File: src/hw/spi_bridge_pkg.sv
package spi_bridge_pkg;

    localparam int REG_ADDR_W = 4;                      // register address width
    localparam int REG_DATA_W = 8;                      // register data width
    localparam int REG_COUNT  = 1 << REG_ADDR_W;        // 16 registers

    // returned on the first byte, the read turnaround byte and nop frames
    localparam logic [REG_DATA_W-1:0] TURNAROUND_BYTE = 8'h00;

    // command byte bits 7:6
    typedef enum logic [1:0] {
        OP_NOP   = 2'b00,                               // no operation
        OP_WRITE = 2'b01,                               // burst write
        OP_READ  = 2'b10,                               // burst read with turnaround
        OP_RSVD  = 2'b11                                // handled like nop
    } spi_opcode_e;

    typedef struct packed {
        logic                  valid;                   // one-cycle strobe
        logic [REG_DATA_W-1:0] data;                    // received byte
    } spi_byte_t;

    typedef struct packed {
        logic                  valid;                   // one-cycle command strobe
        logic                  we;                      // 1 = write
        logic [REG_ADDR_W-1:0] adr;                     // register address
        logic [REG_DATA_W-1:0] dat;                     // write data
    } reg_cmd_t;

    typedef struct packed {
        logic                  done;                    // one-cycle completion strobe
        logic [REG_DATA_W-1:0] dat;                     // read data
    } reg_rsp_t;

    typedef struct packed {
        logic                  cyc;                     // bus cycle
        logic                  stb;                     // strobe
        logic                  we;                      // write enable
        logic [REG_ADDR_W-1:0] adr;                     // address
        logic [REG_DATA_W-1:0] dat;                     // write data
    } wb_m2s_t;

    typedef struct packed {
        logic                  ack;                     // acknowledge
        logic [REG_DATA_W-1:0] dat;                     // read data
    } wb_s2m_t;

endpackage

File: src/hw/spi_target.sv
module spi_target (
    input  logic                                    clk,
    input  logic                                    reset_i,
    input  logic                                    spi_sck_i,      // spi clock pin
    input  logic                                    spi_copi_i,     // data from initiator
    input  logic                                    spi_cs_i,       // chip select, active low
    output logic                                    spi_cipo_o,     // data to initiator
    output spi_bridge_pkg::spi_byte_t               rx_byte_o,      // received byte event
    output logic                                    tx_load_o,      // tx byte was just loaded
    input  logic [spi_bridge_pkg::REG_DATA_W-1:0]   tx_byte_i,      // next byte to send
    output logic                                    frame_active_o  // cs low after sync
);
    import spi_bridge_pkg::*;

    logic [1:0]            sck_sync;                    // two-flop synchronizers
    logic [1:0]            copi_sync;
    logic [1:0]            cs_sync;
    logic                  sck_prev;                    // last synced sck for edge detect
    logic                  sck_rise;
    logic                  sck_fall;
    logic [REG_DATA_W-1:0] shift_q;                     // shared rx/tx shift register
    logic [2:0]            bit_cnt;                     // bits done in current byte

    assign sck_rise       = sck_sync[1] & ~sck_prev;
    assign sck_fall       = ~sck_sync[1] & sck_prev;
    assign frame_active_o = ~cs_sync[1];
    assign spi_cipo_o     = shift_q[REG_DATA_W-1];      // msb first

    always_ff @(posedge clk) begin
        if (reset_i) begin
            sck_sync        <= 2'b00;
            copi_sync       <= 2'b00;
            cs_sync         <= 2'b11;                   // start deselected
            sck_prev        <= 1'b0;
            shift_q         <= '0;                      // keeps cipo low after reset
            bit_cnt         <= 3'd0;
            rx_byte_o.valid <= 1'b0;
            tx_load_o       <= 1'b0;
        end else begin
            sck_sync  <= {sck_sync[0], spi_sck_i};
            copi_sync <= {copi_sync[0], spi_copi_i};
            cs_sync   <= {cs_sync[0], spi_cs_i};
            sck_prev  <= sck_sync[1];

            rx_byte_o.valid <= 1'b0;                    // strobes default low
            tx_load_o       <= 1'b0;

            if (cs_sync[1]) begin                       // deselected
                tx_load_o <= 1'b1;                      // keep first byte preloaded
                shift_q   <= tx_byte_i;
                bit_cnt   <= 3'd0;
            end else if (sck_rise) begin
                // mode 0 samples copi on the rising edge
                shift_q <= {shift_q[REG_DATA_W-2:0], copi_sync[1]};
                if (bit_cnt == 3'd7) begin
                    rx_byte_o.valid <= 1'b1;            // last bit of the byte
                    rx_byte_o.data  <= {shift_q[REG_DATA_W-2:0], copi_sync[1]};
                end
            end else if (sck_fall) begin
                bit_cnt <= bit_cnt + 3'd1;              // wraps after 8 bits
                if (bit_cnt == 3'd7) begin
                    tx_load_o <= 1'b1;                  // byte boundary, reload
                    shift_q   <= tx_byte_i;
                end
            end
        end
    end

endmodule

File: src/hw/spi_cmd_decoder.sv
module spi_cmd_decoder (
    input  logic                                    clk,
    input  logic                                    reset_i,
    input  spi_bridge_pkg::spi_byte_t               rx_byte_i,      // byte from spi target
    input  logic                                    tx_load_i,      // tx byte consumed
    input  logic                                    frame_active_i, // cs asserted
    output logic [spi_bridge_pkg::REG_DATA_W-1:0]   tx_byte_o,      // next byte to send
    output spi_bridge_pkg::reg_cmd_t                reg_cmd_o,      // register command
    input  spi_bridge_pkg::reg_rsp_t                reg_rsp_i       // command result
);
    import spi_bridge_pkg::*;

    typedef enum logic [2:0] {
        ST_IDLE,                                        // waiting for a frame
        ST_CMD,                                         // expecting the command byte
        ST_WRITE,                                       // data bytes go to registers
        ST_READ,                                        // turnaround then register data
        ST_IGNORE                                       // nop or reserved frame
    } dec_state_e;

    dec_state_e            state;
    spi_opcode_e           opcode;
    logic [REG_ADDR_W-1:0] cur_adr;                     // current register address
    logic                  busy;                        // one command outstanding
    logic                  cmd_pend;                    // request waiting on busy
    logic                  ta_pend;                     // turnaround byte not yet sent
    logic                  buf_valid;                   // prefetch buffer full
    logic [REG_DATA_W-1:0] buf_dat;                     // prefetched read data
    logic [REG_DATA_W-1:0] wr_hold;                     // last write byte
    logic                  issue_req;
    logic [REG_ADDR_W-1:0] issue_adr;
    logic [REG_DATA_W-1:0] issue_dat;

    assign opcode = spi_opcode_e'(rx_byte_i.data[7:6]);

    // prefetched data only after turnaround, zero otherwise
    assign tx_byte_o = (state == ST_READ && !ta_pend && buf_valid) ? buf_dat : TURNAROUND_BYTE;

    always_comb begin
        issue_req = cmd_pend;                           // retry a deferred request
        issue_adr = cur_adr;
        issue_dat = wr_hold;
        case (state)
            ST_CMD: begin
                if (rx_byte_i.valid && opcode == OP_READ) begin
                    issue_req = 1'b1;                   // first prefetch right away
                    issue_adr = rx_byte_i.data[REG_ADDR_W-1:0];
                end
            end
            ST_WRITE: begin
                if (rx_byte_i.valid) begin
                    issue_req = 1'b1;
                    issue_dat = rx_byte_i.data;
                end
            end
            ST_READ: begin
                if (tx_load_i && !ta_pend) begin
                    issue_req = 1'b1;                   // buffer consumed, fetch next
                end
            end
            default: ;
        endcase
    end

    always_ff @(posedge clk) begin
        if (reset_i) begin
            state           <= ST_IDLE;
            cur_adr         <= '0;
            busy            <= 1'b0;
            cmd_pend        <= 1'b0;
            ta_pend         <= 1'b0;
            buf_valid       <= 1'b0;
            reg_cmd_o.valid <= 1'b0;
        end else begin
            reg_cmd_o.valid <= 1'b0;

            if (reg_rsp_i.done) begin
                busy    <= 1'b0;
                cur_adr <= cur_adr + 1'b1;              // wraps 15 -> 0
                if (!reg_cmd_o.we) begin
                    buf_dat   <= reg_rsp_i.dat;
                    buf_valid <= 1'b1;
                end
            end

            if (issue_req) begin
                if (!busy) begin
                    reg_cmd_o.valid <= 1'b1;
                    reg_cmd_o.we    <= (state == ST_WRITE);
                    reg_cmd_o.adr   <= issue_adr;
                    reg_cmd_o.dat   <= issue_dat;
                    busy            <= 1'b1;
                    cmd_pend        <= 1'b0;
                end else begin
                    cmd_pend <= 1'b1;                   // hold until done
                end
            end

            if (state == ST_WRITE && rx_byte_i.valid) begin
                wr_hold <= rx_byte_i.data;
            end

            case (state)
                ST_IDLE: begin
                    buf_valid <= 1'b0;
                    ta_pend   <= 1'b0;
                    if (frame_active_i && !busy) begin  // previous frame fully drained
                        state <= ST_CMD;
                    end
                end
                ST_CMD: begin
                    if (rx_byte_i.valid) begin
                        cur_adr <= rx_byte_i.data[REG_ADDR_W-1:0];
                        case (opcode)
                            OP_WRITE: state <= ST_WRITE;
                            OP_READ: begin
                                state   <= ST_READ;
                                ta_pend <= 1'b1;
                            end
                            default: state <= ST_IGNORE;
                        endcase
                    end
                end
                ST_READ: begin
                    if (tx_load_i) begin
                        if (ta_pend) begin
                            ta_pend <= 1'b0;            // turnaround went out
                        end else begin
                            buf_valid <= 1'b0;
                        end
                    end
                end
                default: ;
            endcase

            if (!frame_active_i) begin                  // cs high aborts the frame
                state    <= ST_IDLE;
                cmd_pend <= 1'b0;
            end
        end
    end

endmodule

File: src/hw/wb_initiator.sv
module wb_initiator (
    input  logic                        clk,
    input  logic                        reset_i,
    input  spi_bridge_pkg::reg_cmd_t    reg_cmd_i,      // command from decoder
    output spi_bridge_pkg::reg_rsp_t    reg_rsp_o,      // done pulse with read data
    output spi_bridge_pkg::wb_m2s_t     wb_o,           // wishbone initiator side
    input  spi_bridge_pkg::wb_s2m_t     wb_i            // wishbone target side
);
    import spi_bridge_pkg::*;

    typedef enum logic [1:0] {
        WB_IDLE,                                        // no cycle
        WB_BUSY,                                        // cyc/stb held until ack
        WB_DONE                                         // one-cycle done pulse
    } wb_state_e;

    wb_state_e             state;
    logic                  cmd_we;                      // registered command
    logic [REG_ADDR_W-1:0] cmd_adr;
    logic [REG_DATA_W-1:0] cmd_dat;
    logic [REG_DATA_W-1:0] rd_dat_q;                    // data captured at ack
    logic                  bus_active;

    assign bus_active = (state == WB_BUSY);

    assign wb_o = '{
        cyc: bus_active,
        stb: bus_active,                                // single beat, stb follows cyc
        we:  cmd_we,
        adr: cmd_adr,
        dat: cmd_dat
    };

    assign reg_rsp_o = '{done: (state == WB_DONE), dat: rd_dat_q};

    always_ff @(posedge clk) begin
        if (reset_i) begin
            state <= WB_IDLE;
        end else begin
            case (state)
                WB_IDLE: if (reg_cmd_i.valid) state <= WB_BUSY;
                WB_BUSY: if (wb_i.ack) state <= WB_DONE;    // cyc drops next cycle
                WB_DONE: state <= WB_IDLE;
                default: state <= WB_IDLE;
            endcase
        end
    end

    always_ff @(posedge clk) begin
        if (state == WB_IDLE && reg_cmd_i.valid) begin
            cmd_we  <= reg_cmd_i.we;
            cmd_adr <= reg_cmd_i.adr;
            cmd_dat <= reg_cmd_i.dat;
        end
        if (bus_active && wb_i.ack) begin
            rd_dat_q <= wb_i.dat;                       // don't care on writes
        end
    end

endmodule

File: src/hw/wb_reg_bank.sv
module wb_reg_bank (
    input  logic                        clk,
    input  logic                        reset_i,
    input  spi_bridge_pkg::wb_m2s_t     wb_i,           // from wishbone initiator
    output spi_bridge_pkg::wb_s2m_t     wb_o            // ack and read data
);
    import spi_bridge_pkg::*;

    logic [REG_DATA_W-1:0] regs [REG_COUNT];            // the register file
    logic                  ack_q;
    logic [REG_DATA_W-1:0] dat_q;                       // read data for the ack cycle
    logic                  req;                         // new access this cycle

    // cyc is still high during the ack cycle, so mask it
    assign req = wb_i.cyc & wb_i.stb & ~ack_q;

    assign wb_o = '{ack: ack_q, dat: dat_q};

    always_ff @(posedge clk) begin
        if (reset_i) begin
            ack_q <= 1'b0;
            for (int i = 0; i < REG_COUNT; i++) begin
                regs[i] <= '0;                          // registers read 0 after reset
            end
        end else begin
            ack_q <= req;                               // exactly one cycle per access
            if (req && wb_i.we) begin
                regs[wb_i.adr] <= wb_i.dat;
            end
        end
    end

    always_ff @(posedge clk) begin
        if (req && !wb_i.we) begin
            dat_q <= regs[wb_i.adr];                    // valid with ack
        end
    end

endmodule

File: src/hw/spi_bridge_top.sv
module spi_bridge_top (
    input  logic clk,
    input  logic reset_i,
    input  logic spi_sck_i,                             // spi clock, at most clk/8
    input  logic spi_copi_i,                            // data from initiator
    input  logic spi_cs_i,                              // chip select, active low
    output logic spi_cipo_o                             // data to initiator
);
    import spi_bridge_pkg::*;

    spi_byte_t             rx_byte;                     // spi target -> decoder
    logic                  tx_load;
    logic [REG_DATA_W-1:0] tx_byte;                     // decoder -> spi target
    logic                  frame_active;
    reg_cmd_t              reg_cmd;                     // decoder -> wishbone initiator
    reg_rsp_t              reg_rsp;
    wb_m2s_t               wb_m2s;                      // wishbone bus
    wb_s2m_t               wb_s2m;

    spi_target i_spi_target (
        .clk            (clk),
        .reset_i        (reset_i),
        .spi_sck_i      (spi_sck_i),
        .spi_copi_i     (spi_copi_i),
        .spi_cs_i       (spi_cs_i),
        .spi_cipo_o     (spi_cipo_o),
        .rx_byte_o      (rx_byte),
        .tx_load_o      (tx_load),
        .tx_byte_i      (tx_byte),
        .frame_active_o (frame_active)
    );

    spi_cmd_decoder i_spi_cmd_decoder (
        .clk            (clk),
        .reset_i        (reset_i),
        .rx_byte_i      (rx_byte),
        .tx_load_i      (tx_load),
        .frame_active_i (frame_active),
        .tx_byte_o      (tx_byte),
        .reg_cmd_o      (reg_cmd),
        .reg_rsp_i      (reg_rsp)
    );

    wb_initiator i_wb_initiator (
        .clk            (clk),
        .reset_i        (reset_i),
        .reg_cmd_i      (reg_cmd),
        .reg_rsp_o      (reg_rsp),
        .wb_o           (wb_m2s),
        .wb_i           (wb_s2m)
    );

    wb_reg_bank i_wb_reg_bank (
        .clk            (clk),
        .reset_i        (reset_i),
        .wb_i           (wb_m2s),
        .wb_o           (wb_s2m)
    );

endmodule

File: config.mk
export PLATFORM = sky130hd
export DESIGN_NAME = spi_bridge_top
export DESIGN_NICKNAME = d
export VERILOG_FILES = /design/src/hw/spi_bridge_pkg.sv /design/src/hw/spi_target.sv /design/src/hw/spi_cmd_decoder.sv /design/src/hw/wb_initiator.sv /design/src/hw/wb_reg_bank.sv /design/src/hw/spi_bridge_top.sv
export SDC_FILE = /design/constraint.sdc
export NUM_CORES = 1
export LEC_CHECK = 0
export BUFFER_PORTS_ARGS = -buffer_cell sky130_fd_sc_hd__buf_2
export CAP_MARGIN = 20
export CORE_MARGIN = 2
export CORE_UTILIZATION = 45
export CTS_CLUSTER_SIZE = 24
export DETAILED_ROUTE_END_ITERATION = 7
export GPL_ROUTABILITY_DRIVEN = 0
export MAX_ROUTING_LAYER = met4
export PLACE_DENSITY = 0.59
export REMOVE_ABC_BUFFERS = 1
export SKIP_CTS_REPAIR_TIMING = 1
export SYNTH_ARGS = -nofsm -noshare
export SYNTH_HDL_FRONTEND = slang
export SYNTH_SLANG_ARGS = --single-unit
File: constraint.sdc
create_clock -name clk -period 7 [get_ports clk]
set_clock_uncertainty 0.15 [all_clocks]
set_input_delay 0.35 -clock clk [delete_from_list [all_inputs] [get_ports clk]]
set_output_delay 0.35 -clock clk [all_outputs]
set_load 0.02 [all_outputs]
==> summary.txt <==
Drt
  – Vias: 5,299
  – Drt first pass iters: 5
  – Number of routed nets with antenna violations: 0
  – 1st-iter DRT viols: 637
  – DR vias/cell: 5.66
  – Final wirelength: 20,900 um
  – DRC: 0
  – WL/cell: 22.4 um

Setup path
  – Startpoint types: flip-flop
  – Setup crit end kind: flip-flop
  – R2r startpoint: i_wb_initiator.cmd_adr[2]$_DFFE_PP_
  – Path depth of the worst reg2reg path: 3
  – Worst reg2reg endpoint: i_wb_reg_bank.regs[11][0]$_SDFFCE_PN0P_
  – Critical path class: reg2reg
  – R2R setup slack: 3830 ps
  – Critical Path Max Stage Delay: 1010 ps
  – Slowest stage cell, crit path: o21ai_0
  – CP required: 6970 ps
  – Worst path cell trace: nor2b_1 -> nand4_2 -> o21ai_0
  – Crit path DAT: 3140 ps
  – Worst-path fanout max: 18

GRT
  – Vias in the first global route: 5,232
  – First-pass GRT wire length: 31,300 um
  – Pin count of the biggest net entering global routing: 50
  – Initial antenna violation count: 0
  – Total GRT Usage: 20.0%
  – Gr ovfl total: 0

Synthesis
  – Top cells by area, synth: edfxtp_1 (63%), mux4_2 (7.7%), dfxtp_1 (7.5%), nor2_1 (6.1%), nand2_1 (1.5%)
  – Seq cells post-synth: 229
  – Top cells by count, synth: edfxtp_1 (194), nor2_1 (151), nand2_1 (38)
  – Area of the mapped netlist: 0.00930 mm2
  – Post-synth top area share: 62.6%
  – Yosys Warn Count: 0
  – Ys flop type: edfxtp_1
  – Count leader, synth: edfxtp_1
  – Number of flops mapped to enable cells by yosys: 194
  – Syn Inst Count: 636
  – Post-synth ARST share: 0%
  – Share of the yosys chip area belonging to registers: 70.2%
  – Cell taking the most area after synthesis: edfxtp_1
  – Synth unique cells: 46
  – Avg Inst Size Synth: 14.6 um2

CTS
  – Clock Latency Late Sink: 510 ps
  – CTS Sinks: 229
  – Clock-pin slew on the worst setup and hold paths: 60 ps
  – Root buffer cell: clkbuf_16
  – H-tree depth: 1
  – CTS tree: yes
  – CTS Buffer Depth: 3
  – CTS Buf Count: 24

Pwr
  – Pint: 2.33 mW
  – Clock power frac: 45.3%
  – Total chip power: 2.89 mW
  – VDD IR max: 0.133 mV
  – Switch share: 19.4%
  – Combinational power share: 2.2%
  – Reg power frac: 52.5%
  – Lkg Pwr: 3.60 nW
  – NetSw: 0.562 mW
  – PD cells: 278 mW/mm2

Layout
  – Fin util: 51.4%
  – Non-filler cells, final: 936
  – Area Overhead vs Synth: 11.8%
  – Area of the multi-input gates: 0.00253 mm2
  – FF/Latch Area: 0.00653 mm2
  – Antenna diode count: 0
  – Final net count: 660
  – Design area: 0.0104 mm2
  – # fillers: 1,658
  – Share of post-route cells with drive strength above 1: 17.7%

STA
  – Setup violators final: 0
  – Setup TNS Final: 0 ps
  – Max-slew violations: 0
  – Slew margin rel.: 27.0%
  – Final WS setup: 3830 ps
  – Min Tclk post-route: 3170 ps
  – Tightest Pin Transition: 1080 ps
  – RSZ-0062 raised after global routing: false
  – Final worst-path cycle share: 45.2%
  – Hold WS: 163 ps
  – Final Hold Fails: 0
  – Fmax: 0.316 GHz

Min path
  – Hold worst-path end: i_spi_target.sck_prev$_SDFF_PP0_
  – Min-delay src: reset_i
  – Worst Hold Depth: 2
  – Tightest Hold Check Type: in2reg

Floorplan
  – Initial Util: 46.0%
  – Number of core rows: 52
  – Die width: 148 um
  – Core area: 0.0202 mm2
  – Area of the die: 0.0218 mm2
  – Die height: 148 um
  – I/O pin total: 6

Place
  – Placed cells: 879
  – Post-DP HPWL: 13,600 um
  – Placed inst area: 0.00948 mm2
  – Port bufs: 5
  – Dpl ws: 3740 ps

Status
  – Status: finished, final reports clean

Run
  – Maxcap violations: 0
[routing by layer]
layer  global-route usage (%)  vias to the layer above  share of wire (%)
met5                        -                        -                  0
met4                     8.17                        0                4.0
met3                     3.49                       54                8.1
met2                     28.8                      273                 45
met1                     28.5                     2601                 43
li1                         -                     2371                  -
[state kept, by name, summed over array words and instances, names as in the netlist, 8 cells and up]
register / cells
i_wb_initiator.cmd_dat: 8
i_wb_reg_bank.regs: 128
i_spi_target.rx_byte_o: 9
i_spi_cmd_decoder.reg_cmd_o: 14
i_wb_reg_bank.dat_q: 8
i_spi_cmd_decoder.wr_hold: 8
i_spi_target.shift_q: 8
i_spi_cmd_decoder.buf_dat: 8
i_wb_initiator.rd_dat_q: 8
[logic make-up after synthesis]
logic type                 share of synthesized area, %
DFF                                                70.2
adders and majority gates                         0.942
buffers and inverters                              2.69
muxes                                              9.53
xor gates and xnor gates                          0.377
AOI/OAI and AO/OA                                  4.14
and+or+nand+nor                                    12.1
[worst max-delay path: cells and delay by family, from the launching register on]
family | cells | cell delay [ps]
simple gates | 2 | 1190
compound gates | 1 | 1010
flops | 1 | 430
[worst max path at each step]
stage	to	slack [ps]	depth (start not counted)	from
finish	i_wb_reg_bank.regs[11][0]$_SDFFCE_PN0P_	3830	3	i_wb_initiator.cmd_adr[2]$_DFFE_PP_
floorplan	i_wb_reg_bank.regs[11][0]$_SDFFCE_PN0P_	3500	2	i_wb_initiator.cmd_adr[0]$_DFFE_PP_
global placement	i_wb_reg_bank.regs[9][1]$_SDFFCE_PN0P_	3900	5	reset_i
CTS	i_wb_reg_bank.regs[10][3]$_SDFFCE_PN0P_	3900	3	i_wb_initiator.cmd_adr[2]$_DFFE_PP_
global route	i_wb_reg_bank.regs[11][2]$_SDFFCE_PN0P_	3720	3	i_wb_initiator.cmd_adr[2]$_DFFE_PP_
detailed placement	i_wb_reg_bank.regs[8][4]$_SDFFCE_PN0P_	3740	5	reset_i
[cells in the final DEF (no fill, tap or decap), types with 12 or more instances in the layout]
| cell | instances |
|---|---|
| mux4_2 | 32 |
| mux2_2 | 12 |
| nor2_1 | 151 |
| o21ai_0 | 16 |
| edfxtp_1 | 194 |
| dfxtp_1 | 35 |
| nand2_1 | 38 |
| a22oi_1 | 16 |
| clkbuf_16 | 25 |
[power by group through the flow]
stage,Sequential [mW],Combinational [mW],Clock [mW]
after floorplan,1.54,0.0382,0
after global placement,1.55,0.0555,0
after detailed placement,1.55,0.0580,0
after CTS,1.52,0.0583,1.33
after global routing,1.52,0.0677,1.38
final,1.52,0.0632,1.31
[layout make-up]
cell class              instances  area share (%)
flip-flops and latches        229            62.8
multi-input cells             363            24.3
clock buffers                  31            6.24
well taps                     270            3.25
clock inverters                13            1.65
repair buffers                 22            1.46
inverters                       8           0.289
No activity file was read; power rests on OpenSTA's default activity.
